[config.mk]
export PLATFORM = sky130hd
export DESIGN_NAME = axi_read_channel
export DESIGN_NICKNAME = d
export VERILOG_FILES = /design/src/verilog/axi_mem_pkg.sv /design/src/verilog/axi_burst_pump.sv /design/src/verilog/axi_read_channel.sv
export SDC_FILE = /design/constraint.sdc
export NUM_CORES = 1
export LEC_CHECK = 0
export BUFFER_PORTS_ARGS = -buffer_cell sky130_fd_sc_hd__buf_2
export CAP_MARGIN = 20
export CORE_MARGIN = 3
export CORE_UTILIZATION = 30
export DETAILED_ROUTE_END_ITERATION = 10
export GPL_TIMING_DRIVEN = 0
export SLEW_MARGIN = 15
export SYNTH_ARGS = -nofsm -noshare
export SYNTH_HDL_FRONTEND = slang
export SYNTH_HIERARCHICAL = 1
export SYNTH_SLANG_ARGS = --single-unit
[constraint.sdc]
create_clock -name clk_i -period 8.2 [get_ports clk_i]
set_input_delay 1.64 -clock clk_i [delete_from_list [all_inputs] [get_ports clk_i]]
set_output_delay 1.64 -clock clk_i [all_outputs]
set_load 0.01 [all_outputs]
[src/verilog/axi_mem_pkg.sv]
package axi_mem_pkg;

  // field widths of the AXI address channels
  localparam int axi_burst_width_c = 2;
  localparam int axi_len_width_c   = 8;
  localparam int axi_size_width_c  = 3;

  // burst type encoding as the AXI spec defines it
  // 2'b11 is reserved and the pump treats it as fixed
  typedef enum logic [axi_burst_width_c-1:0] {
    e_fixed = 2'b00,
    e_incr  = 2'b01,
    e_wrap  = 2'b10
  } axi_burst_e;

  // beats in the burst minus one
  // wrap bursts only allow 1, 3, 7 and 15 here
  typedef logic [axi_len_width_c-1:0] axi_len_t;

  // log2 of the bytes moved per beat
  // 0 is one byte, 7 is 128 bytes
  typedef logic [axi_size_width_c-1:0] axi_size_t;

endpackage

[src/verilog/axi_burst_pump.sv]
`timescale 1ns/10ps

module axi_burst_pump
  #(parameter addr_width_p = 32
  , parameter data_width_p = 64
  )
  (input                              clk_i
  , input                             reset_i

  // request side, one burst taken per handshake
  , input                             v_i
  , output logic                      ready_and_o
  , input [addr_width_p-1:0]          axaddr_i
  , input axi_mem_pkg::axi_burst_e    axburst_i
  , input axi_mem_pkg::axi_len_t      axlen_i
  , input axi_mem_pkg::axi_size_t     axsize_i

  // beat side, consumer advances with send_i
  , output logic                      v_o
  , input                             send_i
  , output logic [addr_width_p-1:0]   addr_o
  , output logic [data_width_p/8-1:0] mask_o
  , output logic                      first_o
  , output logic                      last_o
  );

  import axi_mem_pkg::*;

  localparam mask_width_lp = data_width_p / 8;
  // low address bits that select a byte lane inside a bus word
  localparam logic [addr_width_p-1:0] lane_sel_lp = mask_width_lp - 1;
  localparam logic [addr_width_p-1:0] addr_one_lp = 1;
  localparam logic [mask_width_lp-1:0] mask_ones_lp = '1;

  typedef enum logic {
    e_ready,
    e_send
  } state_e;

  state_e state_r;

  // burst attributes, held for the whole burst
  logic [addr_width_p-1:0] address_r;
  axi_burst_e              burst_r;
  axi_len_t                len_r;
  axi_size_t               size_r;
  axi_len_t                count_r;

  logic                    accept;
  logic                    send;
  logic [addr_width_p-1:0] address_n;

  logic [addr_width_p-1:0] number_bytes;
  logic [addr_width_p-1:0] aligned_addr;
  logic [addr_width_p-1:0] aligned_incr;
  logic [2:0]              lg_len;
  logic [3:0]              wrap_shift;
  logic [addr_width_p-1:0] wrap_bytes;
  logic [addr_width_p-1:0] lower_wrap;
  logic [addr_width_p-1:0] upper_wrap;
  logic                    do_wrap;
  logic [addr_width_p-1:0] lane_lo;
  logic [addr_width_p-1:0] lane_hi;

  assign ready_and_o = (state_r == e_ready);
  assign v_o         = (state_r == e_send);
  assign accept      = v_i & ready_and_o;
  assign send        = v_o & send_i;

  assign addr_o  = address_r;
  assign first_o = (count_r == '0);
  assign last_o  = (count_r == len_r);

  // bytes per beat and the size-aligned form of the current address
  assign number_bytes = addr_one_lp << size_r;
  assign aligned_addr = (address_r >> size_r) << size_r;
  assign aligned_incr = aligned_addr + number_bytes;

  // wrap lengths are limited to 2, 4, 8 and 16 beats
  // so a lookup replaces a general log2
  always_comb begin
    case (len_r)
      8'd1:    lg_len = 3'd1;
      8'd3:    lg_len = 3'd2;
      8'd7:    lg_len = 3'd3;
      8'd15:   lg_len = 3'd4;
      default: lg_len = 3'd0;
    endcase
  end

  // wrap window is beats times bytes per beat, always a power of two
  // every beat lies inside the window, so the current address gives its base
  assign wrap_shift = {1'b0, lg_len} + {1'b0, size_r};
  assign wrap_bytes = addr_one_lp << wrap_shift;
  assign lower_wrap = (address_r >> wrap_shift) << wrap_shift;
  assign upper_wrap = lower_wrap + wrap_bytes;
  assign do_wrap    = (aligned_incr == upper_wrap);

  // next beat address
  always_comb begin
    case (burst_r)
      e_incr:  address_n = aligned_incr;
      e_wrap:  address_n = do_wrap ? lower_wrap : aligned_incr;
      // fixed and the reserved encoding repeat the address
      default: address_n = address_r;
    endcase
  end

  // byte lanes from the address up to the end of its size-aligned container
  // the container never crosses a bus word since size fits the bus
  assign lane_lo = address_r & lane_sel_lp;
  assign lane_hi = (aligned_addr & lane_sel_lp) + number_bytes;
  assign mask_o  = (mask_ones_lp << lane_lo) & ~(mask_ones_lp << lane_hi);

  // control state
  always_ff @(posedge clk_i) begin
    if (reset_i) begin
      state_r <= e_ready;
      count_r <= '0;
    end else if (accept) begin
      state_r <= e_send;
      count_r <= '0;
    end else if (send) begin
      // last beat frees the pump for the next request
      state_r <= last_o ? e_ready : e_send;
      count_r <= count_r + 8'd1;
    end
  end

  // burst attributes and beat address
  always_ff @(posedge clk_i) begin
    if (accept) begin
      address_r <= axaddr_i;
      burst_r   <= axburst_i;
      len_r     <= axlen_i;
      size_r    <= axsize_i;
    end else if (send) begin
      address_r <= address_n;
    end
  end

endmodule

[src/verilog/axi_read_channel.sv]
`timescale 1ns/10ps

module axi_read_channel
  #(parameter addr_width_p = 32
  , parameter data_width_p = 64
  , parameter mem_words_p = 256
  , localparam word_addr_width_lp = (mem_words_p > 1) ? $clog2(mem_words_p) : 1
  )
  (input                                    clk_i
  , input                                   reset_i

  // read address channel
  , input                                   arvalid_i
  , output logic                            arready_o
  , input [addr_width_p-1:0]                araddr_i
  , input axi_mem_pkg::axi_burst_e          arburst_i
  , input axi_mem_pkg::axi_len_t            arlen_i
  , input axi_mem_pkg::axi_size_t           arsize_i

  // read data channel
  , output logic                            rvalid_o
  , input                                   rready_i
  , output logic [data_width_p-1:0]         rdata_o
  , output logic                            rlast_o

  // ram read port
  , output logic                            ram_re_o
  , output logic [word_addr_width_lp-1:0]   ram_raddr_o
  , input [data_width_p-1:0]                ram_rdata_i
  );

  localparam mask_width_lp = data_width_p / 8;
  localparam logic [addr_width_p-1:0] bytes_per_word_lp = mask_width_lp;
  localparam logic [addr_width_p-1:0] mem_words_lp = mem_words_p;

  logic                    pump_v;
  logic [addr_width_p-1:0] pump_addr;
  logic                    pump_last;
  logic                    r_open;
  logic                    rvalid_r;
  logic                    rlast_r;
  logic [addr_width_p-1:0] word_idx;

  // output stage is free when empty or being drained this cycle
  assign r_open = ~rvalid_r | rready_i;

  axi_burst_pump
    #(.addr_width_p(addr_width_p)
    , .data_width_p(data_width_p)
    )
    pump
    (.clk_i(clk_i)
    , .reset_i(reset_i)
    , .v_i(arvalid_i)
    , .ready_and_o(arready_o)
    , .axaddr_i(araddr_i)
    , .axburst_i(arburst_i)
    , .axlen_i(arlen_i)
    , .axsize_i(arsize_i)
    , .v_o(pump_v)
    , .send_i(r_open)
    , .addr_o(pump_addr)
    // reads return whole words, lane mask is not needed
    , .mask_o()
    , .first_o()
    , .last_o(pump_last)
    );

  // beat address to word index, wrapping over the memory depth
  assign word_idx = (pump_addr / bytes_per_word_lp) % mem_words_lp;

  // one ram read per beat sent
  assign ram_re_o    = pump_v & r_open;
  assign ram_raddr_o = word_idx[word_addr_width_lp-1:0];

  // valid and last follow the ram read by one cycle
  // stalled R keeps its beat since no read is issued
  always_ff @(posedge clk_i) begin
    if (reset_i) begin
      rvalid_r <= 1'b0;
      rlast_r  <= 1'b0;
    end else if (ram_re_o) begin
      rvalid_r <= 1'b1;
      rlast_r  <= pump_last;
    end else if (rready_i) begin
      rvalid_r <= 1'b0;
      rlast_r  <= 1'b0;
    end
  end

  assign rvalid_o = rvalid_r;
  assign rlast_o  = rlast_r;
  // ram output register doubles as the R data register
  assign rdata_o  = ram_rdata_i;

endmodule

After elaboration in Yosys (flattened, before gate mapping):

Cells that the tools add are included.

* bits in registers: 56
* latch bits: 0
* memory bits (writable): 0
* memory bits (read-only): 0
* bits of input ports: 113
* memories kept: 0

* $add $sub $neg: 4
* $mul: 0
* div/mod/pow operators: 0
* $lt $le $gt $ge: 0
* equality and inequality tests: 8
* shift-type cells: 6
* multiplexer cells: 11
* bitwise gates (word level): 5
* reduce and logical (&&, ||, !) cells: 5

Operator list (count)
* two-way mux 32 bit: 3
* adder 32 bit: 2
* one-hot mux 32 bit (2 select lines): 1
* == test 32 bit: 1
* left shift 1 x 3 -> 32 bit (first input constant): 1
* left shift 1 x 4 -> 32 bit (first input constant): 1
* left shift 32 x 3 -> 32 bit: 1
* left shift 32 x 4 -> 32 bit: 1
* >> shifter 32 x 3 -> 32 bit: 1
* >> shifter 32 x 4 -> 32 bit: 1
* one-hot mux 3 bit (4 select lines): 1
* adder 8 x 1 -> 8 bit (second input constant): 1
* == test 8 x 1 -> 1 bit (second input constant): 1
* == test 8 x 2 -> 1 bit (second input constant): 1
* == test 8 x 3 -> 1 bit (second input constant): 1
* == test 8 x 4 -> 1 bit (second input constant): 1
* == test 8 bit: 1
* two-way mux 1 bit: 6
* adder 3 x 3 -> 4 bit: 1
* nonzero test 2 bit: 2
* nonzero test 3 bit: 1
* AND 1 bit: 2
* == test 2 x 1 -> 1 bit (second input constant): 1
* == test 2 bit (second input constant): 1
* other kinds (4): 5

Longest topological paths before layout:

* word-level depth: 11
* depth in mapped cells: 30
* gate-level depth less buffers: 26

Hierarchy:

The synthesis kept the hierarchy.

Modules (own cells, without submodules)
* axi_burst_pump: instances 1, cells an instance 845, area each 7063.0 sq um, seq. area each 1531.5 sq um
* axi_read_channel: instances 1, cells an instance 74, area each 578.1 sq um, seq. area each 40.0 sq um

Worst setup path before layout:

OpenSTA, ideal clock, no wires.

* path type: register -> register
* from: register pump.len_r[5]
* to: register pump.address_r[7], in the netlist pump/addr_o[7], data pin
* setup time: 0.146 ns
* arrival: 6.266 ns
* data required time: 8.054 ns
* path slack: 1.788 ns
* stages on the path, launching flop included: 28
* buffers on the path: 3
* clock period less this slack: 6.412 ns
* cell sequence: edfxtp_1 -> nor4_1 -> nand3_1 -> or2_2 -> inv_1 -> ha_1 -> a21o_1 -> a21oi_1 -> buf_2 -> mux4_2 -> mux2i_1 -> mux2i_1 -> nor2_1 -> nor2_1 -> a221oi_1 -> ha_1 -> clkbuf_1 -> a21o_1 -> a21o_1 -> a21oi_1 -> o21ai_1 -> a31oi_1 -> o2111ai_2 -> nor4_4 -> and3_4 -> buf_6 -> mux2_1 -> a21oi_1

* cells in the longest elaborated chain, start to end: 11
* elaborated cells between the ends (all ways): 15
* classes of those cells: add/sub (2); eq/ne (5); shift (3); mux (5)

RTL lines
* start, declared: RTL line axi_burst_pump.sv:45 `axi_len_t len_r;`
* start signal, assigned: RTL line axi_burst_pump.sv:135 `len_r <= axlen_i;`
* == test 8 x 4 -> 1 bit, or another cell as far along: RTL line axi_burst_pump.sv:82 `case (len_r)`
* one-hot mux 3 bit (4 select lines) (*): RTL line axi_burst_pump.sv:82
* adder 3 x 3 -> 4 bit (*): RTL line axi_burst_pump.sv:93 `assign wrap_shift = {1'b0, lg_len} + {1'b0, size_r};`
* >> shifter 32 x 4 -> 32 bit: RTL line axi_burst_pump.sv:95 `assign lower_wrap = (address_r >> wrap_shift) << wrap_shift;`
* left shift 32 x 4 -> 32 bit: RTL line axi_burst_pump.sv:95
* adder 32 bit: RTL line axi_burst_pump.sv:96 `assign upper_wrap = lower_wrap + wrap_bytes;`
* == test 32 bit: RTL line axi_burst_pump.sv:97 `assign do_wrap = (aligned_incr == upper_wrap);`
* two-way mux 32 bit (*): RTL line axi_burst_pump.sv:103 `e_wrap: address_n = do_wrap ? lower_wrap : aligned_incr;`
* one-hot mux 32 bit (2 select lines) (*): RTL line axi_burst_pump.sv:101 `case (burst_r)`
* two-way mux 32 bit (*): RTL line axi_burst_pump.sv:137 `end else if (send) begin`
* two-way mux 32 bit (*): RTL line axi_burst_pump.sv:132 `if (accept) begin`
* end signal, assigned: RTL line axi_burst_pump.sv:133 `address_r <= axaddr_i;`
* end signal, assigned: RTL line axi_burst_pump.sv:138 `address_r <= address_n;`
* end, declared: RTL line axi_burst_pump.sv:43 `logic [addr_width_p-1:0] address_r;`

Mark *: on every way between the ends. The rest lies on a longest branch, timed or not. The select of a mux whose other input is x is not followed.
A chain may end at the register's enable or synchronous reset.

Worst setup path after layout:

Same ends and word-level chain as after synthesis.

==> load_flow_metrics.sql <==
INSERT INTO impl_metrics (metric_group, metric, value, unit) VALUES
('pwr', 'powerDensity', '143', 'nW/um2'),
('cts', 'clk-insertion-delay-late', '0.30', 'ns'),
('worst_hold_path', 'timing.hold.worst_endpoint', 'rlast_o', ''),
('timing', 'worst_skew', '0.00711', 'ns'),
('finish', 'antenna-diode-count', '0', ''),
('drt', 'wl_per_cell', '16.9', 'um'),
('worst_setup_path', 'worst_r2r_endpoint', 'pump/addr_o[7]', ''),
('timing', 'report.final.slew_viol_count', '0', ''),
('placed_design', 'placer_s_final_routability_congestion_estimate', '0.908', ''),
('cts', 'cts_root_buf', 'clkbuf_16', ''),
('grt', 'grt_max_degree', '24', ''),
('worst_hold_path', 'whs_path_depth', '2', ''),
('drt', 'drt_pass1_iterations', '5', ''),
('worst_setup_path', 'critical_path_arrival', '7.78', 'ns'),
('worst_setup_path', 'worstPathMaxFanout', '10', ''),
('cts', 'tritoncts', 'built', ''),
('yosys', 'synthCells', '884', ''),
('floorplanning', 'core.rowCount', '56', ''),
('yosys', 'count_of_yosys_warnings_during_synthesis', '6', ''),
('placed_design', 'place.detailed.hpwl', '18200', 'um'),
('finish', 'layout-drive-gt1-share', '0.286', ''),
('floorplanning', 'fp.dieArea', '26600', 'um2'),
('worst_setup_path', 'critPathCaptureType', 'register', ''),
('worst_setup_path', 'worst-endpoint-required', '8.35', 'ns'),
('finish', 'final_nets', '1159', ''),
('timing', 'finalWorstPathRequiredPeriod', '7.64', 'ns'),
('floorplanning', 'ios', '189', ''),
('cts', 'htree_levels', '2', ''),
('worst_hold_path', 'min-delay-path-class', 'reg -> reg', ''),
('yosys', 'mappedNetlistNets', '1029', ''),
('pwr', 'power', '1.23', 'mW'),
('worst_hold_path', 'worst_hold_startpoint', 'pump/v_o', ''),
('cts', 'cts_buffers', '5', ''),
('floorplanning', 'floorplan.die.width', '163', 'um'),
('drt', 'route.antenna.remaining_nets', '0', ''),
('pwr', 'peakVddDrop', '0.111', 'mV'),
('cts', 'clock_transition_time_at_the_flip_flop_clock_pins_of_the_worst_setup_and_hold_paths', '0.07', 'ns'),
('drt', 'routed-via-count', '6990', ''),
('finish', 'final_cell_area', '8620', 'um2'),
('drt', 'drt_first_iter_violations', '638', ''),
('grt', 'grt_first_pass_wirelength', '34800', 'um'),
('drt', 'post_route_drc', '0', ''),
('finish', 'area.growth.synth_to_final', '16.6', '%'),
('timing', 'max_slew.worst_pin.slew', '1.02', 'ns'),
('run', 'max_cap_viol_count', '0', ''),
('drt', 'wirelength', '22500', 'um'),
('status', 'run_status', 'finished, final reports clean', ''),
('cts', 'cts-root-to-sink-buffers', '2', ''),
('drt', 'detail_route.vias_per_cell', '5.24', ''),
('cts', 'postCtsHoldBufs', '0', ''),
('worst_setup_path', 'ff2ff_path_depth', '27', ''),
('timing', 'fmaxAchievable', '131', 'MHz'),
('worst_setup_path', 'cp_common_cell', 'mux2i_1', ''),
('timing', 'max_slew_margin', '0.322', ''),
('grt', 'vias_in_the_first_global_route', '6503', ''),
('yosys', 'synthesis.area_per_instance', '8.36', 'um2'),
('worst_setup_path', 'startpoint_type', 'register', ''),
('timing', 'number_of_hold_violations_in_the_final_report', '0', ''),
('pwr', 'leakagePower', '3.58', 'nW'),
('worst_setup_path', 'cpLargestDelayFamily', 'compound AO/OA/AOI/OAI gates', ''),
('placed_design', 'numPlacedInstances', '1326', ''),
('cts', 'postCtsSetupRepairBufs', '0', ''),
('grt', 'antenna_violations_before_repair', '0', ''),
('floorplanning', 'core_region_area', '23800', 'um2'),
('timing', 'totalNegativeSetupSlack', '0', 'ns'),
('grt', 'gr-usage-all-layers', '0.163', ''),
('worst_setup_path', 'worstReg2RegStart', 'pump/len_r[5]', ''),
('worst_setup_path', 'critical_path.n_buffers_inverters', '4', ''),
('worst_setup_path', 'rrSetupSlack', '0.56', 'ns'),
('worst_setup_path', 'timing.critical_path.slowest_stage_cell', 'a221oi_1', ''),
('placed_design', 'place_area', '8440', 'um2'),
('timing', 'min_period_over_period', '0.931', ''),
('floorplanning', 'die_height', '163', 'um'),
('timing', 'rsz0062_at_grt', 'false', ''),
('finish', 'finalNonFillerCells', '1334', ''),
('placed_design', 'portBuffers', '122', ''),
('yosys', 'synth_area', '7390', 'um2'),
('timing', 'setup_violations', '0', ''),
('cts', 'clock_sink_count', '54', ''),
('floorplanning', 'floorplan.initialDensity', '0.310', ''),
('worst_setup_path', 'timing_worst_setup_path_type', 'reg -> reg', ''),
('grt', 'remaining_overflow_grt', '0', ''),
('worst_setup_path', 'timing.critical_path.slowest_cell_delay', '0.60', 'ns');
per-stage QoR:
stage                util  hold WS [ns]  worst slack [ns]
detailed placement  0.354         0.492             0.545
finish              0.362         0.503             0.564
global route        0.362         0.526             0.160
global placement    0.353         0.486             0.537
floorplan               -         0.463              1.82
CTS                 0.361         0.507             0.518
registers in the layout, summed over array words and instances (netlist names):
register      flops
pump/size_r       3
pump/len_r        8
rvalid_o          1
pump/count_r      8
pump/burst_r      2
rlast_o           1
pump/addr_o      30
pump/v_o          1
power breakdown:
part	internal (mW)	switching, mW	leakage, nW
clock network	0.141	0.0976	0.0823
logic	0.275	0.357	3.00
registers	0.330	0.0331	0.503
total	0.745	0.487	3.58
what timing repair did:
| item | CTS | global route |
|---|---|---|
| endpoints found under the hold margin | 0 | 0 |
| resized for setup | 0 | 2 |
| endpoints found under the setup margin | 0 | 13 |
worst max path at each step:
| stage | start | endpoint | slack [ns] | depth (start not counted) |
|---|---|---|---|---|
| after floorplan | pump/len_r[5] | pump/addr_o[7] | 1.82 | 27 |
| after global placement | pump/len_r[5] | pump/addr_o[7] | 0.54 | 26 |
| after detailed placement | pump/len_r[5] | pump/addr_o[26] | 0.55 | 26 |
| after CTS | pump/len_r[5] | pump/addr_o[7] | 0.52 | 26 |
| after global routing | pump/len_r[5] | pump/addr_o[7] | 0.16 | 28 |
| final | pump/len_r[5] | pump/addr_o[7] | 0.56 | 27 |
placed cells by master (no fill, tap or decap), drive strengths merged, types with 21 or more instances in the layout:
| master | count |
|---|---|
| buf | 212 |
| nor2 | 109 |
| nand2 | 61 |
| mux2i | 57 |
| o21ai | 51 |
| a21oi | 44 |
| edfxtp | 43 |
| clkbuf | 39 |
| mux2 | 38 |
| xnor2 | 37 |
| inv | 36 |
| ha | 29 |
| nor3 | 28 |
| mux4 | 21 |
area by class of cell:
type,instances,area [um2]
Buffer,120,748
Timing Repair Buffer,123,638
Tap cell,319,399
Fill cell,2493,15200
Multi-Input combinational cell,673,5020
Inverter,37,139
Clock buffer,8,168
Sequential cell,54,1510
layer usage:
metal / routed length (um) / part of all wire / global-route usage / up-vias
met2: 10800 / 0.48 / 0.280 / 262
met1: 9980 / 0.44 / 0.224 / 3307
li1: - / - / - / 3403
met5: 0 / 0 / 0 / -
met4: 304 / 0.014 / 0.0334 / 0
met3: 1420 / 0.063 / 0.0175 / 18
worst reg2reg max path, stage by stage (launching register included):
cell	delay, ns
edfxtp_1	0.43
nor4_1	0.38
nand2_1	0.09
nor3_1	0.18
ha_1	0.19
inv_1	0.05
fa_1	0.46
buf_2	0.24
buf_1	0.51
mux2i_1	0.17
mux4_2	0.51
mux2i_1	0.24
mux2i_1	0.16
nor2_1	0.11
nor2_1	0.05
o22ai_1	0.33
ha_1	0.37
a21oi_1	0.25
o21ai_0	0.14
a221oi_1	0.60
o21ai_1	0.21
a31oi_1	0.22
o2111ai_2	0.24
nor4_4	0.35
and3_4	0.26
buf_6	0.19
mux2_1	0.40
a21oi_1	0.16
Note: power is estimated with default switching activity, not from simulation.
