**src/verilog/axi_mem_pkg.sv**
```systemverilog
package axi_mem_pkg;

  // field widths of the AXI address channels
  localparam int axi_burst_width_c = 2;
  localparam int axi_len_width_c   = 8;
  localparam int axi_size_width_c  = 3;

  // burst type encoding as the AXI spec defines it
  // 2'b11 is reserved and the pump treats it as fixed
  typedef enum logic [axi_burst_width_c-1:0] {
    e_fixed = 2'b00,
    e_incr  = 2'b01,
    e_wrap  = 2'b10
  } axi_burst_e;

  // beats in the burst minus one
  // wrap bursts only allow 1, 3, 7 and 15 here
  typedef logic [axi_len_width_c-1:0] axi_len_t;

  // log2 of the bytes moved per beat
  // 0 is one byte, 7 is 128 bytes
  typedef logic [axi_size_width_c-1:0] axi_size_t;

endpackage

```
**src/verilog/axi_burst_pump.sv**
```systemverilog
`timescale 1ns/10ps

module axi_burst_pump
  #(parameter addr_width_p = 32
  , parameter data_width_p = 64
  )
  (input                              clk_i
  , input                             reset_i

  // request side, one burst taken per handshake
  , input                             v_i
  , output logic                      ready_and_o
  , input [addr_width_p-1:0]          axaddr_i
  , input axi_mem_pkg::axi_burst_e    axburst_i
  , input axi_mem_pkg::axi_len_t      axlen_i
  , input axi_mem_pkg::axi_size_t     axsize_i

  // beat side, consumer advances with send_i
  , output logic                      v_o
  , input                             send_i
  , output logic [addr_width_p-1:0]   addr_o
  , output logic [data_width_p/8-1:0] mask_o
  , output logic                      first_o
  , output logic                      last_o
  );

  import axi_mem_pkg::*;

  localparam mask_width_lp = data_width_p / 8;
  // low address bits that select a byte lane inside a bus word
  localparam logic [addr_width_p-1:0] lane_sel_lp = mask_width_lp - 1;
  localparam logic [addr_width_p-1:0] addr_one_lp = 1;
  localparam logic [mask_width_lp-1:0] mask_ones_lp = '1;

  typedef enum logic {
    e_ready,
    e_send
  } state_e;

  state_e state_r;

  // burst attributes, held for the whole burst
  logic [addr_width_p-1:0] address_r;
  axi_burst_e              burst_r;
  axi_len_t                len_r;
  axi_size_t               size_r;
  axi_len_t                count_r;

  logic                    accept;
  logic                    send;
  logic [addr_width_p-1:0] address_n;

  logic [addr_width_p-1:0] number_bytes;
  logic [addr_width_p-1:0] aligned_addr;
  logic [addr_width_p-1:0] aligned_incr;
  logic [2:0]              lg_len;
  logic [3:0]              wrap_shift;
  logic [addr_width_p-1:0] wrap_bytes;
  logic [addr_width_p-1:0] lower_wrap;
  logic [addr_width_p-1:0] upper_wrap;
  logic                    do_wrap;
  logic [addr_width_p-1:0] lane_lo;
  logic [addr_width_p-1:0] lane_hi;

  assign ready_and_o = (state_r == e_ready);
  assign v_o         = (state_r == e_send);
  assign accept      = v_i & ready_and_o;
  assign send        = v_o & send_i;

  assign addr_o  = address_r;
  assign first_o = (count_r == '0);
  assign last_o  = (count_r == len_r);

  // bytes per beat and the size-aligned form of the current address
  assign number_bytes = addr_one_lp << size_r;
  assign aligned_addr = (address_r >> size_r) << size_r;
  assign aligned_incr = aligned_addr + number_bytes;

  // wrap lengths are limited to 2, 4, 8 and 16 beats
  // so a lookup replaces a general log2
  always_comb begin
    case (len_r)
      8'd1:    lg_len = 3'd1;
      8'd3:    lg_len = 3'd2;
      8'd7:    lg_len = 3'd3;
      8'd15:   lg_len = 3'd4;
      default: lg_len = 3'd0;
    endcase
  end

  // wrap window is beats times bytes per beat, always a power of two
  // every beat lies inside the window, so the current address gives its base
  assign wrap_shift = {1'b0, lg_len} + {1'b0, size_r};
  assign wrap_bytes = addr_one_lp << wrap_shift;
  assign lower_wrap = (address_r >> wrap_shift) << wrap_shift;
  assign upper_wrap = lower_wrap + wrap_bytes;
  assign do_wrap    = (aligned_incr == upper_wrap);

  // next beat address
  always_comb begin
    case (burst_r)
      e_incr:  address_n = aligned_incr;
      e_wrap:  address_n = do_wrap ? lower_wrap : aligned_incr;
      // fixed and the reserved encoding repeat the address
      default: address_n = address_r;
    endcase
  end

  // byte lanes from the address up to the end of its size-aligned container
  // the container never crosses a bus word since size fits the bus
  assign lane_lo = address_r & lane_sel_lp;
  assign lane_hi = (aligned_addr & lane_sel_lp) + number_bytes;
  assign mask_o  = (mask_ones_lp << lane_lo) & ~(mask_ones_lp << lane_hi);

  // control state
  always_ff @(posedge clk_i) begin
    if (reset_i) begin
      state_r <= e_ready;
      count_r <= '0;
    end else if (accept) begin
      state_r <= e_send;
      count_r <= '0;
    end else if (send) begin
      // last beat frees the pump for the next request
      state_r <= last_o ? e_ready : e_send;
      count_r <= count_r + 8'd1;
    end
  end

  // burst attributes and beat address
  always_ff @(posedge clk_i) begin
    if (accept) begin
      address_r <= axaddr_i;
      burst_r   <= axburst_i;
      len_r     <= axlen_i;
      size_r    <= axsize_i;
    end else if (send) begin
      address_r <= address_n;
    end
  end

endmodule

```
**src/verilog/axi_write_channel.sv**
```systemverilog
`timescale 1ns/10ps

module axi_write_channel
  #(parameter addr_width_p = 32
  , parameter data_width_p = 64
  , parameter mem_words_p = 256
  , localparam word_addr_width_lp = (mem_words_p > 1) ? $clog2(mem_words_p) : 1
  )
  (input                                    clk_i
  , input                                   reset_i

  // write address channel
  , input                                   awvalid_i
  , output logic                            awready_o
  , input [addr_width_p-1:0]                awaddr_i
  , input axi_mem_pkg::axi_burst_e          awburst_i
  , input axi_mem_pkg::axi_len_t            awlen_i
  , input axi_mem_pkg::axi_size_t           awsize_i

  // write data channel
  , input                                   wvalid_i
  , output logic                            wready_o
  , input [data_width_p-1:0]                wdata_i
  , input [data_width_p/8-1:0]              wstrb_i
  // burst end comes from the pump count, wlast is not looked at
  , input                                   wlast_i

  // write response channel
  , output logic                            bvalid_o
  , input                                   bready_i

  // ram write port
  , output logic                            ram_we_o
  , output logic [word_addr_width_lp-1:0]   ram_waddr_o
  , output logic [data_width_p/8-1:0]       ram_wbe_o
  , output logic [data_width_p-1:0]         ram_wdata_o
  );

  localparam mask_width_lp = data_width_p / 8;
  localparam logic [addr_width_p-1:0] bytes_per_word_lp = mask_width_lp;
  localparam logic [addr_width_p-1:0] mem_words_lp = mem_words_p;

  logic                     pump_ready;
  logic                     pump_v;
  logic [addr_width_p-1:0]  pump_addr;
  logic [mask_width_lp-1:0] pump_mask;
  logic                     pump_last;
  logic                     w_fire;
  logic                     bvalid_r;
  logic [addr_width_p-1:0]  word_idx;

  // no new burst while the response of the last one is pending
  assign awready_o = pump_ready & ~bvalid_r;

  axi_burst_pump
    #(.addr_width_p(addr_width_p)
    , .data_width_p(data_width_p)
    )
    pump
    (.clk_i(clk_i)
    , .reset_i(reset_i)
    , .v_i(awvalid_i & ~bvalid_r)
    , .ready_and_o(pump_ready)
    , .axaddr_i(awaddr_i)
    , .axburst_i(awburst_i)
    , .axlen_i(awlen_i)
    , .axsize_i(awsize_i)
    , .v_o(pump_v)
    , .send_i(wvalid_i)
    , .addr_o(pump_addr)
    , .mask_o(pump_mask)
    , .first_o()
    , .last_o(pump_last)
    );

  // data is taken whenever the pump holds a beat address
  assign wready_o = pump_v;
  assign w_fire   = wvalid_i & pump_v;

  // beat address to word index, wrapping over the memory depth
  assign word_idx = (pump_addr / bytes_per_word_lp) % mem_words_lp;

  // strobes only count inside the lanes of the beat
  assign ram_we_o    = w_fire;
  assign ram_waddr_o = word_idx[word_addr_width_lp-1:0];
  assign ram_wbe_o   = wstrb_i & pump_mask;
  assign ram_wdata_o = wdata_i;

  // response raised after the last beat, held until the master takes it
  always_ff @(posedge clk_i) begin
    if (reset_i) begin
      bvalid_r <= 1'b0;
    end else if (w_fire & pump_last) begin
      bvalid_r <= 1'b1;
    end else if (bready_i) begin
      bvalid_r <= 1'b0;
    end
  end

  assign bvalid_o = bvalid_r;

endmodule

```
**config.mk**
```make
export PLATFORM = sky130hd
export DESIGN_NAME = axi_write_channel
export DESIGN_NICKNAME = d
export VERILOG_FILES = /design/src/verilog/axi_mem_pkg.sv /design/src/verilog/axi_burst_pump.sv /design/src/verilog/axi_write_channel.sv
export SDC_FILE = /design/constraint.sdc
export NUM_CORES = 1
export LEC_CHECK = 0
export BUFFER_PORTS_ARGS = -buffer_cell sky130_fd_sc_hd__buf_2
export CORE_ASPECT_RATIO = 1.75
export CORE_MARGIN = 2
export CORE_UTILIZATION = 30
export CTS_CLUSTER_DIAMETER = 50
export DETAILED_ROUTE_END_ITERATION = 12
export GPL_TIMING_DRIVEN = 0
export PLACE_DENSITY = 0.57
export SETUP_SLACK_MARGIN = 0.15
export SYNTH_ARGS = -nofsm -noshare
export SYNTH_HDL_FRONTEND = slang
export SYNTH_SLANG_ARGS = --single-unit
```
**constraint.sdc**
```tcl
create_clock -name clk_i -period 8.4 [get_ports clk_i]
set_input_delay 0.84 -clock clk_i [delete_from_list [all_inputs] [get_ports clk_i]]
set_output_delay 0.84 -clock clk_i [all_outputs]
set_load 0.005 [all_outputs]
```
== After elaboration in Yosys (flattened, before gate mapping) ==
Index checks and enable logic that the tools add are counted.

* Register bits after elaboration: 55
* Bits in latches: 0
* Memory bits (writable): 0
* ROM bits: 0
* Bits of input ports: 123
* Logic and storage cells: 53
* Memories: 0

* Add/sub/neg operators: 5
* Multipliers: 0
* Divide/modulo/power cells: 0
* Magnitude comparators: 0
* Equality and inequality tests: 8
* Shift-type cells: 8
* Mux-type cells: 10
* Bitwise gates (word level): 10
* Reduce and logical (&&, ||, !) cells: 5

{| class="wikitable"
|+ Operators by type and width
! operator !! number
|-
| 32-bit two-way mux || 3
|-
| 32-bit adder || 2
|-
| 32-bit case mux with 2 select lines || 1
|-
| 3-bit by 32-bit adder with 32-bit output || 1
|-
| 32-bit equality test || 1
|-
| 1-bit by 3-bit << shifter with 32-bit output, first input constant || 1
|-
| 1-bit by 4-bit << shifter with 32-bit output, first input constant || 1
|-
| 32-bit by 3-bit << shifter with 32-bit output || 1
|-
| 32-bit by 4-bit << shifter with 32-bit output || 1
|-
| 8-bit by 32-bit << shifter with 8-bit output, first input constant || 1
|-
| 32-bit by 3-bit >> shifter with 32-bit output || 1
|-
| 32-bit by 4-bit >> shifter with 32-bit output || 1
|-
| 8-bit AND || 2
|-
| 3-bit case mux with 4 select lines || 1
|-
| 8-bit by 1-bit adder with 8-bit output, second input constant || 1
|-
| 8-bit by 1-bit equality test with 1-bit output, second input constant || 1
|-
| 8-bit by 2-bit equality test with 1-bit output, second input constant || 1
|-
| 8-bit by 3-bit equality test with 1-bit output, second input constant || 1
|-
| 8-bit by 4-bit equality test with 1-bit output, second input constant || 1
|-
| 8-bit equality test || 1
|-
| 8-bit inverter || 1
|-
| 8-bit by 3-bit << shifter with 8-bit output, first input constant || 1
|-
| 1-bit AND || 5
|-
| 1-bit two-way mux || 5
|-
| other kinds (8) || 10
|}

== Logic depth before layout (Yosys ltp) ==
Gate-level depths: netlist of run 1.

* Depth in word-level cells: 11
* Depth in mapped cells: 30

== Cells and area by module ==
Synthesis of run 1 repeated with hierarchy kept, for this count alone.

* Cell total of the unflattened synthesis: 924
* Area total of the unflattened synthesis: 7,653.6 um^2

{| class="wikitable"
|+ By module, submodules not included
! module !! instances !! cells each !! area an instance (um^2) !! seq. area each (um^2)
|-
| axi_burst_pump || 1 || 845 || 7,063.0 || 1,531.5
|-
| axi_write_channel || 1 || 79 || 590.6 || 20.0
|}

== Worst setup path before layout of run 1 ==
Ideal clock, no wire load.

* Kind: register to register
* Start point: register pump.len_r[5]
* End point: register pump.address_r[13], in the netlist pump.addr_o[13] (data pin)
* Data arrival time: 5,985 ps
* Required time: 8,130 ps
* Slack: 2,145 ps
* Cell stages (with the launch flop): 29
* Path buffers: 3
* Clock period less this slack: 6,255 ps
* Path through: edfxtp_1 nor4_1 nand2_1 nor3_1 ha_1 inv_1 fa_1 clkbuf_1 mux4_2 mux4_2 nand2_1 o21ai_0 mux2i_1 o21ai_0 a21oi_1 inv_1 ha_1 a21o_1 a211oi_1 nand2_1 o211a_1 a21bo_2 and4b_2 nor4_1 and4_4 buf_8 buf_12 mux2i_1 a21oi_1

* Word-level cells in the longest chain between the ends: 11

{| class="wikitable"
|+ RTL lines
! item !! line !! RTL
|-
| start, declared || axi_burst_pump.sv:45 || <nowiki>axi_len_t len_r;</nowiki>
|-
| start signal, assigned || axi_burst_pump.sv:135 || <nowiki>len_r <= axlen_i;</nowiki>
|-
| 8-bit by 4-bit equality test with 1-bit output (tied with other cells) || axi_burst_pump.sv:82 || <nowiki>case (len_r)</nowiki>
|-
| 3-bit case mux with 4 select lines * || axi_burst_pump.sv:82 ||
|-
| 3-bit by 3-bit adder with 4-bit output * || axi_burst_pump.sv:93 || <nowiki>assign wrap_shift = {1'b0, lg_len} + {1'b0, size_r};</nowiki>
|-
| 32-bit by 4-bit >> shifter with 32-bit output || axi_burst_pump.sv:95 || <nowiki>assign lower_wrap = (address_r >> wrap_shift) << wrap_shift;</nowiki>
|-
| 32-bit by 4-bit << shifter with 32-bit output || axi_burst_pump.sv:95 ||
|-
| 32-bit adder || axi_burst_pump.sv:96 || <nowiki>assign upper_wrap = lower_wrap + wrap_bytes;</nowiki>
|-
| 32-bit equality test || axi_burst_pump.sv:97 || <nowiki>assign do_wrap = (aligned_incr == upper_wrap);</nowiki>
|-
| 32-bit two-way mux * || axi_burst_pump.sv:103 || <nowiki>e_wrap: address_n = do_wrap ? lower_wrap : aligned_incr;</nowiki>
|-
| 32-bit case mux with 2 select lines * || axi_burst_pump.sv:101 || <nowiki>case (burst_r)</nowiki>
|-
| 32-bit two-way mux * || axi_burst_pump.sv:137 || <nowiki>end else if (send) begin</nowiki>
|-
| 32-bit two-way mux * || axi_burst_pump.sv:132 || <nowiki>if (accept) begin</nowiki>
|-
| end signal, assigned || axi_burst_pump.sv:133 || <nowiki>address_r <= axaddr_i;</nowiki>
|-
| end signal, assigned || axi_burst_pump.sv:138 || <nowiki>address_r <= address_n;</nowiki>
|-
| end, declared || axi_burst_pump.sv:43 || <nowiki>logic [addr_width_p-1:0] address_r;</nowiki>
|}

Every way passes the cells marked *; elsewhere a longest branch is shown, timed or not. The select of a mux whose other input is x is not followed.
A chain may end at the register's enable or synchronous reset.

== Worst setup path after layout of run 1 ==
* Start point: register pump.len_r[5]
* End point: register pump.address_r[10], in the netlist pump.addr_o[10] (data pin)

The elaborated chain is that of the path after synthesis.

==> metrics.txt, run 1 <==
Die W=122.2 µm; largest net degree at the start of global routing=23; TritonCTS Buffers=5; fin crit share=92.08%; Post-synth ARST share=0%; Initial Util=30.55%; PortBufs=139; max_cap viols=0; Worst Hold Class=reg -> reg; CP Data Arrival Time=between 7000 and 8000 ps; placed inst area=8458 µm²; fraction of layout cells with a size suffix above 1=31.18%; dpl hpwl=19580 µm; outcome=complete, no violations; post-cts hold buffer count=0; Fillers=2526; Synth Net Count=1011; DIE AREA=between 20000 and 30000 µm²; Gate Count Post-Synth=856; register area=1491 µm²; minimum clock period=7735 ps; Post-route DRC=0; maximum vdd ir drop=0.09499 mV; Avg WL per Cell=18.10 µm; Most used DFF post-synth=edfxtp_1; Unique masters post-synth=87; CTS tree=yes; DR vias=7016; top cells by area, synth=edfxtp_1, mux4_2, buf_4; Die Y=210.9 µm; initial antenna violation count=0; I/O pin cnt=207; RePlAce Congestion=0.9379; Syn. warnings=0; clock skew=between 10 and 15 ps; global-route wire length before repair=~36000 µm; Post-synth EDFFs=43; Clock Tree Buf Depth=2; leading area contributor after synthesis=edfxtp_1; Fmax=129.3 MHz; Reg clk slew, reported paths=80 ps; final instance area=8626 µm²; vias per cell=approximately 5.3; commonest non-fill, non-tap cell in the layout=buf_2; Pre-antenna DRT Iters=5; CP Max Fanout=10; P per Cell Area=130.1 nW/µm²; mapped cell area=7338 µm²; Worst Tran Pin Value=1084 ps; H-tree Lvls=2; commonest non-fill, non-tap cells in the layout=buf_2, nor2_1, buf_4; Synth Area per Inst=8.573 µm²; Final Max Tran Viols=0; leakage power=about 0.0038 µW; CP Launch Type=flip-flop; GR Overflow Total=0; RSZ-0062 raised after global routing=no; Yosys reg bits=53; Total GRT Usage=a little under a fifth; top-area cell type share of the netlist area=between 15 and 20%; site row count=75; DR iter-0 viols=between 300 and 400; Total Wirelength=23740 µm; Req. time, crit path=8430 ps; crit path kind=reg -> reg; root buffer cell=clkbuf_16; post-route ant nets=0; clk_lat worst skew=310 ps; Slew headroom=27.70%; setup TNS=0 ps; core footprint=24020 µm²; setup violators final=0; antenna cells=0; area of the multi-input gates=just under 5000 µm²; post-synthesis sequential area ratio=20.32%; Final #Nets=around 1200; CP endpoint kind=flip-flop; Sink Count=53; Fin. Hold Viols=0; Layout Area Growth over Synthesis=17.54%; number of global-route vias before repair=6756
## path summary, 6_finish.rpt
kind / startpoint / end / slack [ps] / cells after the start
worst max-delay path: pump.len_r[5] / pump.addr_o[10] / 660 / 26
worst min-delay path: bvalid_o / bvalid_o / 480 / 2
worst max register to register: pump.len_r[5] / pump.addr_o[10] / 660 / 26
worst min register to register: bvalid_o / bvalid_o / 480 / 2
## report_power, final
| group | internal, µW | switching [µW] | total (µW) |
|---|---|---|---|
| logic | 252 | 299 | 551 |
| registers | 313 | 31.3 | 345 |
| clock network | 115 | 112 | 226 |
## repair_timing
action / in CTS / in global routing
setup buffers: 0 / 0
setup endpoints to repair: 0 / 6
resized for setup: 0 / 3
## metal layers
metal / vias to the layer above / share of wire [%] / GRT usage (%) / wire, µm
met5: - / 0 / 0 / 0
met4: 0 / 9.0 / 13.71 / 2126
met3: 80 / 5.4 / 1.971 / 1277
met2: 314 / 52 / 33.72 / 12270
met1: 3252 / 34 / 17.82 / 8064
li1: 3370 / - / - / -
## registers in the layout, indices dropped and copies added, names as in the netlist
signal,count
pump.addr_o,30
pump.count_r,8
pump.len_r,8
pump.size_r,3
pump.burst_r,2
bvalid_o,1
pump.v_o,1
## through the flow
step	hold slack (ps)	worst slack (ps)	total power (µW)	utilization, %	instances
floorplan	468.0	2145	731.2	-	856
global placement	469.7	655.4	889.9	35.05	1303
detailed placement	476.7	583.2	896.2	35.21	1304
CTS	488.6	579.5	1124	35.87	1312
global route	519.1	179.7	1190	35.91	1312
finish	484.6	664.9	1122	35.91	1312
## cell type report
cell class / count / share of cell area [%]
clock inverter: 3 / 0.3916
buffer: 125 / 10.08
multi-input combinational: 657 / 57.02
sequential: 53 / 17.29
timing repair buffer: 140 / 8.384
inverter: 21 / 0.9138
tap: 308 / 4.468
clock buffer: 5 / 1.451
## cells in the mapped netlist, drive strengths merged, types with 2 or more instances
library cell and instances:
nor4 4, ha 29, fa 3, and2 9, edfxtp 43, o21bai 2
o31ai 5, or4 3, nand4 12, o211a 2, o211ai 9, o21a 3
clkinv 2, clkbuf 35, dfxtp 10, mux2 19, xnor2 24, o21ai 49
o2111ai 3, mux2i 54, a22oi 3, nand2b 10, a211oi 9, mux4 30
a31oi 16, xor2 25, or3 15, a21oi 53, nor3 14, nor2 101
o22ai 4, a211o 5, nand3 19, inv 19, a221oi 2, and4 2
and3 12, buf 88, and2b 2, or2 2, a21o 11, nand2 72
## cells by family after synthesis
| kind of cell | after synthesis | synth area share, % |
|---|---|---|
| xor gates and xnor gates | 51 | 6.786 |
| muxes | 103 | 19.49 |
| adders and majority gates | 32 | 5.763 |
| and+or+nand+nor | 283 | 18.14 |
| buffers and inverters | 146 | 12.91 |
| DFF | 53 | 20.32 |
| AOI/OAI and AO/OA | 188 | 16.59 |
## worst max-delay path, cell delays in order, from the launching register on
cell and delay (ps):
edfxtp_1 410, nor4_1 470, nand3_1 150, or2_2 320, inv_1 60, ha_1 220
a21o_1 190, a21oi_1 850, clkbuf_1 440, nand2_1 270, nor2_1 260, and2_1 200
ha_1 200, inv_1 60, fa_1 390, and2b_1 250, o2111ai_2 140, a211oi_1 480
o31ai_2 190, a211oi_1 190, a21oi_1 80, a2111oi_2 390, and4_4 370, buf_8 170
buf_12 150, mux2i_1 410, a21oi_1 140
(Power assumes the default switching activity.)
==> run 2, diff against run 1 <==
CELL_PAD_IN_SITES_DETAIL_PLACEMENT = 1   (was unset)
CELL_PAD_IN_SITES_GLOBAL_PLACEMENT = 2   (was unset)
PLACE_DENSITY = 0.85   (was 0.57)
==> metrics.txt, run 2 (synthesized netlist as in run 1, its figures left out) <==
outcome=complete, no violations; RSZ-0062 raised after global routing=no; fin crit share=90.41% (-1.7 points); global-route wire length before repair=39680 µm (+10%); initial antenna violation count=0 (unchanged); RePlAce Congestion=0.8907 (-5.0%); site row count=75 (unchanged); CP Launch Type=flip-flop; WHS Path Cells=2 (unchanged); antenna cells=0 (unchanged); GR Overflow Total=0 (unchanged); setup violators final=0 (unchanged); clock group share of total power=20.3% (about the same); Final Max Tran Viols=0 (unchanged); Fmax=131.7 MHz (+1.8%); leakage power=0.003752 µW (about the same); fin util=35.95% (+0.042 points); DR vias=7131 (+1.6%); Reg clk slew, reported paths=80 ps (about the same); fraction of layout cells with a size suffix above 1=31.37% (+0.20 points); clk_lat worst skew=300 ps (about the same); Die Y=210.9 µm (unchanged); Final #Nets=1158 (unchanged); crit path kind=reg -> reg; Total Wirelength=25970 µm (+9.4%); vias per cell=5.435 (+1.6%); P per Cell Area=131.3 nW/µm² (+0.95%); Worst Tran Pin Value=1154 ps (+69.65 ps); maximum vdd ir drop=0.1059 mV (+11%); post-cts hold buffer count=0 (unchanged); worst hold slack=492.0 ps (+7.432 ps); Logic pwr share=49.2% (about the same); max_cap viols=0 (unchanged); Fillers=2961 (+17%); CP endpoint kind=flip-flop; CP Data Arrival Time=7640 ps (-130 ps); minimum clock period=7595 ps (-140.5 ps); Sink Count=53 (unchanged); largest net degree at the start of global routing=23 (unchanged); Layout Area Growth over Synthesis=17.68%; switching share of power=40.03% (+0.62 points); cell-internal power=680.0 µW (about the same); Die W=122.2 µm (unchanged); Post-route DRC=0 (unchanged); PortBufs=139 (unchanged); Initial Util=30.55% (unchanged); NetSw=453.9 µW (+2.7%); DIE AREA=25780 µm² (unchanged); core footprint=24020 µm² (unchanged); TritonCTS Buffers=5 (unchanged); Avg WL per Cell=19.79 µm (+9.4%); Worst Reg-to-Reg Cells=26 (unchanged); Worst Hold Class=reg -> reg; dpl hpwl=21390 µm (+9.3%); CTS tree=yes; Total GRT Usage=19.92% (+1.8 points); root buffer cell=clkbuf_16; H-tree Lvls=2 (unchanged); I/O pin cnt=207 (unchanged); Fin. Hold Viols=0 (unchanged); Clock Tree Buf Depth=2 (unchanged); max FFs per register=30 (unchanged); Slew headroom=23.06% (-4.6 points); number of global-route vias before repair=7387 (+9.3%); clock skew=3.048 ps (-7.120 ps); DR iter-0 viols=231 (-32%); CP Max Fanout=10 (unchanged); setup TNS=0 ps (unchanged); Reg power frac=30.5% (-0.2 points); postcts setup bufs=0 (unchanged); commonest non-fill, non-tap cells in the layout=buf_2, nor2_1, buf_4; commonest non-fill, non-tap cell in the layout=buf_2; post-route ant nets=0 (unchanged); Pre-antenna DRT Iters=4 (-1); Req. time, crit path=8440 ps (about the same)
run 2: cell type report:
class	count	area, µm²	area share (%)
plain buffers	125	869.6	10.07
clock buffers	5	125.1	1.449
clock inverters	3	33.78	0.3912
inverters	21	78.83	0.9128
multi-input cells	657	4928	57.07
flip-flops and latches	53	1491	17.27
well taps	308	385.4	4.462
repair buffers	140	723.2	8.374
run 2: metrics by stage:
step                std cells  instance area [µm²]  total power [µW]  setup slack [ps]
floorplan                 856                 7338             731.2              2145
global placement         1303                 8419             894.6             556.3
detailed placement       1304                 8458             907.7             470.0
CTS                      1312                 8617              1137             429.0
global route             1312                 8636              1199             239.6
finish                   1312                 8636              1134             805.3
run 2: timing repair:
item,4_1_cts,5_1_grt
resized for setup,0,5
endpoints found under the hold margin,0,0
setup endpoints to repair,0,13
run 2: power by group through the flow:
stage	sequential (µW)	clock (µW)	combinational (µW)
2_1_floorplan	337	0	395
3_3_place_gp	351	0	544
3_5_place_dp	351	0	557
4_1_cts	345	232	559
5_1_grt	349	239	611
6_report	346	230	558
run 2: path summary, 6_finish.rpt:
check / start / end / slack [ps]
worst max-delay path: pump.len_r[5] / pump.addr_o[4] / 810
worst min-delay path: bvalid_o / bvalid_o / 490
worst max register to register: pump.len_r[5] / pump.addr_o[4] / 810
worst min register to register: bvalid_o / bvalid_o / 490
run 2: metal layers:
| layer | global-route usage, % | wire [µm] |
|---|---|---|
| met1 | 20.45 | 9183 |
| met2 | 38.43 | 13810 |
| met3 | 1.458 | 1262 |
| met4 | 11.38 | 1711 |
| met5 | 0 | 0 |
run 2: critical path: stages (launching register included):
cell and delay, ps:
edfxtp_1 430, nor4_2 390, nand2_1 90, nor3_1 190, ha_1 200, inv_1 50, fa_1 450, xor2_2 380
buf_2 360, clkbuf_1 400, nand2_1 310, nor2_1 210, and2_1 170, ha_1 270, inv_1 80, fa_1 400
and2b_1 240, o2111ai_2 140, a211oi_1 450, o31ai_2 220, a211oi_1 210, a21oi_1 90, a2111oi_2 400, and4_4 350
buf_6 220, mux2i_1 450, o21ai_0 140
==> run 3, diff against run 2 <==
ABC_AREA = 1   (was unset)
CORE_UTILIZATION = 28   (was 30)
PLACE_DENSITY = 0.89   (was 0.85)
==> metrics.txt, run 3 <==
Yosys reg bits=53 (unchanged); Total GRT Usage=23.18% (+3.3 points); H-tree Lvls=2 (unchanged); dpl hpwl=33240 µm (+55%); fraction of layout cells with a size suffix above 1=16.88% (-14 points); DR vias=11050 (+55%); cell with the most instances after synthesis=nand2_1; RePlAce Congestion=0.9529 (+7.0%); setup TNS=0 ps (unchanged); Req. time, crit path=8490 ps (+50 ps); clk_lat worst skew=330 ps (+30 ps); P per Cell Area=123.7 nW/µm² (-5.8%); clock skew=13.98 ps (+10.93 ps); routing usage on met1=22.87% (+2.4 points); placed inst area=10140 µm² (+20%); Syn. warnings=0 (unchanged); vias per cell=5.128 (-5.7%); Synth Net Count=1766 (+75%); core footprint=31420 µm² (+31%); root buffer cell=clkbuf_16; slowest CP cell=fa_1; DIE AREA=33340 µm² (+29%); Unique masters post-synth=48 (-45%); Most used DFF post-synth=edfxtp_1; DR iter-0 viols=474 (+110%); Post-route DRC=0 (unchanged); Final #Nets=1913 (+65%); I/O pin cnt=207 (unchanged); max FFs per register=30 (unchanged); CP Max Fanout=10 (unchanged); top cells by area, synth=nand2_1, nand3_1, edfxtp_1; Avg WL per Cell=18.12 µm (-8.5%); Synth top cells by count=nand2_1, nand3_1, inv_1; Final Max Tran Viols=0 (unchanged); Post-Layout Cell Count=2155 (+64%); crit path kind=reg -> reg; met2 Track Usage GR=45.87% (+7.4 points); Fin. Hold Viols=0 (unchanged); Synth Area per Inst=5.534 µm² (-35%); Post-synth EDFFs=43 (unchanged); commonest non-fill, non-tap cell in the layout=nand2_1; Slew headroom=19.50% (-3.6 points); Die W=138.9 µm (+14%); Fillers=4368 (+48%); Critical Path Max Stage Delay=470 ps (+20 ps); Sink Count=53 (unchanged); post-route ant nets=0 (unchanged); Die Y=240.0 µm (+14%); CTS tree=yes; CP Data Arrival Time=7220 ps (-420 ps); global route hottest layer=met2; maximum vdd ir drop=0.1394 mV (+32%); site row count=86 (+15%); final instance area=10300 µm² (+19%); global-route wire length before repair=60400 µm (+52%); mapped cell area=8915 µm² (+21%); initial antenna violation count=0 (unchanged); fin crit share=84.78% (-5.6 points); setup violators final=0 (unchanged); Worst Hold Class=reg -> reg; TritonCTS Buffers=5 (unchanged); Gate Count Post-Synth=1611 (+88%); largest net degree at the start of global routing=22 (-4.3%); Worst Tran Pin Value=1208 ps (+53.45 ps); Reg clk slew, reported paths=90 ps (about the same); PortBufs=139 (unchanged); post-synthesis sequential area ratio=16.73% (-3.6 points); Initial Util=28.37% (-2.2 points); GR Overflow Total=0 (unchanged); leakage power=0.005532 µW (+47%); met3 Use GR=2.430% (+0.97 points); Pre-antenna DRT Iters=5 (+1); post-cts hold buffer count=0 (unchanged); Fmax=140.4 MHz (+6.6%); top-area cell type share of the netlist area=27.79% (+10 points); minimum clock period=7122 ps (-473.0 ps); Layout Area Growth over Synthesis=15.58%; outcome=complete, no violations; Clock Tree Buf Depth=2 (unchanged); Total Wirelength=39040 µm (+50%); leading area contributor after synthesis=nand2_1; fin util=32.79% (-3.2 points); number of global-route vias before repair=11330 (+53%); postcts setup bufs=0 (unchanged); commonest non-fill, non-tap cells in the layout=nand2_1, nand3_1, buf_2; CP endpoint kind=flip-flop; max_cap viols=0 (unchanged); post_cts resized=0 (unchanged); CP most frequent cell=nand2_1; Post-synth ARST share=0% (unchanged); RSZ-0062 raised after global routing=no; CP Launch Type=flip-flop; antenna cells=0 (unchanged); placed cells=2147 (+65%)
[run 3: cell families after synthesis]
| family | after synthesis | synth area share (%) |
|---|---|---|
| and+or+nand+nor | 1100 | 53.31 |
| buffers and inverters | 308 | 16.72 |
| AOI/OAI and AO/OA | 90 | 5.740 |
| DFF | 53 | 16.73 |
| adders and majority gates | 32 | 4.744 |
| xor gates and xnor gates | 27 | 2.653 |
| muxes | 1 | 0.1123 |
[run 3: worst max-delay path: cells and delay by family, from the launching register on]
family,cells,cell delay [ps]
buffers and inverters,9,1520
and+or+nand+nor,25,3480
AOI/OAI and AO/OA,2,370
adders and majority gates,3,1110
DFF,1,420
[run 3: layer usage]
metal / share of wire [%] / up-vias
li1: - / 5423
met1: 35 / 5122
met2: 54 / 394
met3: 4.4 / 111
met4: 6.7 / 0
met5: 0 / -
[run 3: power by group]
part	switching (µW)	internal, µW	leakage, µW	total, µW
Combinational	459	228	0.00496	687
Sequential	30.9	315	0.000500	346
Clock	127	115	0.0000767	242
[run 3: per-stage QoR]
step	worst slack (ps)	hold WS [ps]	total power (µW)
floorplan	3078	466.3	796.9
global placement	1314	468.2	1021
detailed placement	1268	470.5	1038
CTS	1269	483.7	1285
global route	575.8	516.2	1369
finish	1278	478.9	1274
[run 3: worst paths after layout]
path / to / cells after the start / slack [ps] / from
max: pump.addr_o[1] / 39 / 1280 / pump.len_r[5]
min: bvalid_o / 2 / 480 / bvalid_o
max reg2reg: pump.addr_o[1] / 39 / 1280 / pump.len_r[5]
min reg2reg: bvalid_o / 2 / 480 / bvalid_o
[run 3: cell type report]
type | count | area, µm² | share of cell area, %
buffer | 151 | 900.9 | 8.743
clock buffer | 5 | 125.1 | 1.214
clock inverter | 3 | 33.78 | 0.3279
inverter | 157 | 589.3 | 5.720
multi-input combinational | 1250 | 5944 | 57.69
sequential | 53 | 1491 | 14.47
tap | 396 | 495.5 | 4.809
timing repair buffer | 140 | 723.2 | 7.019
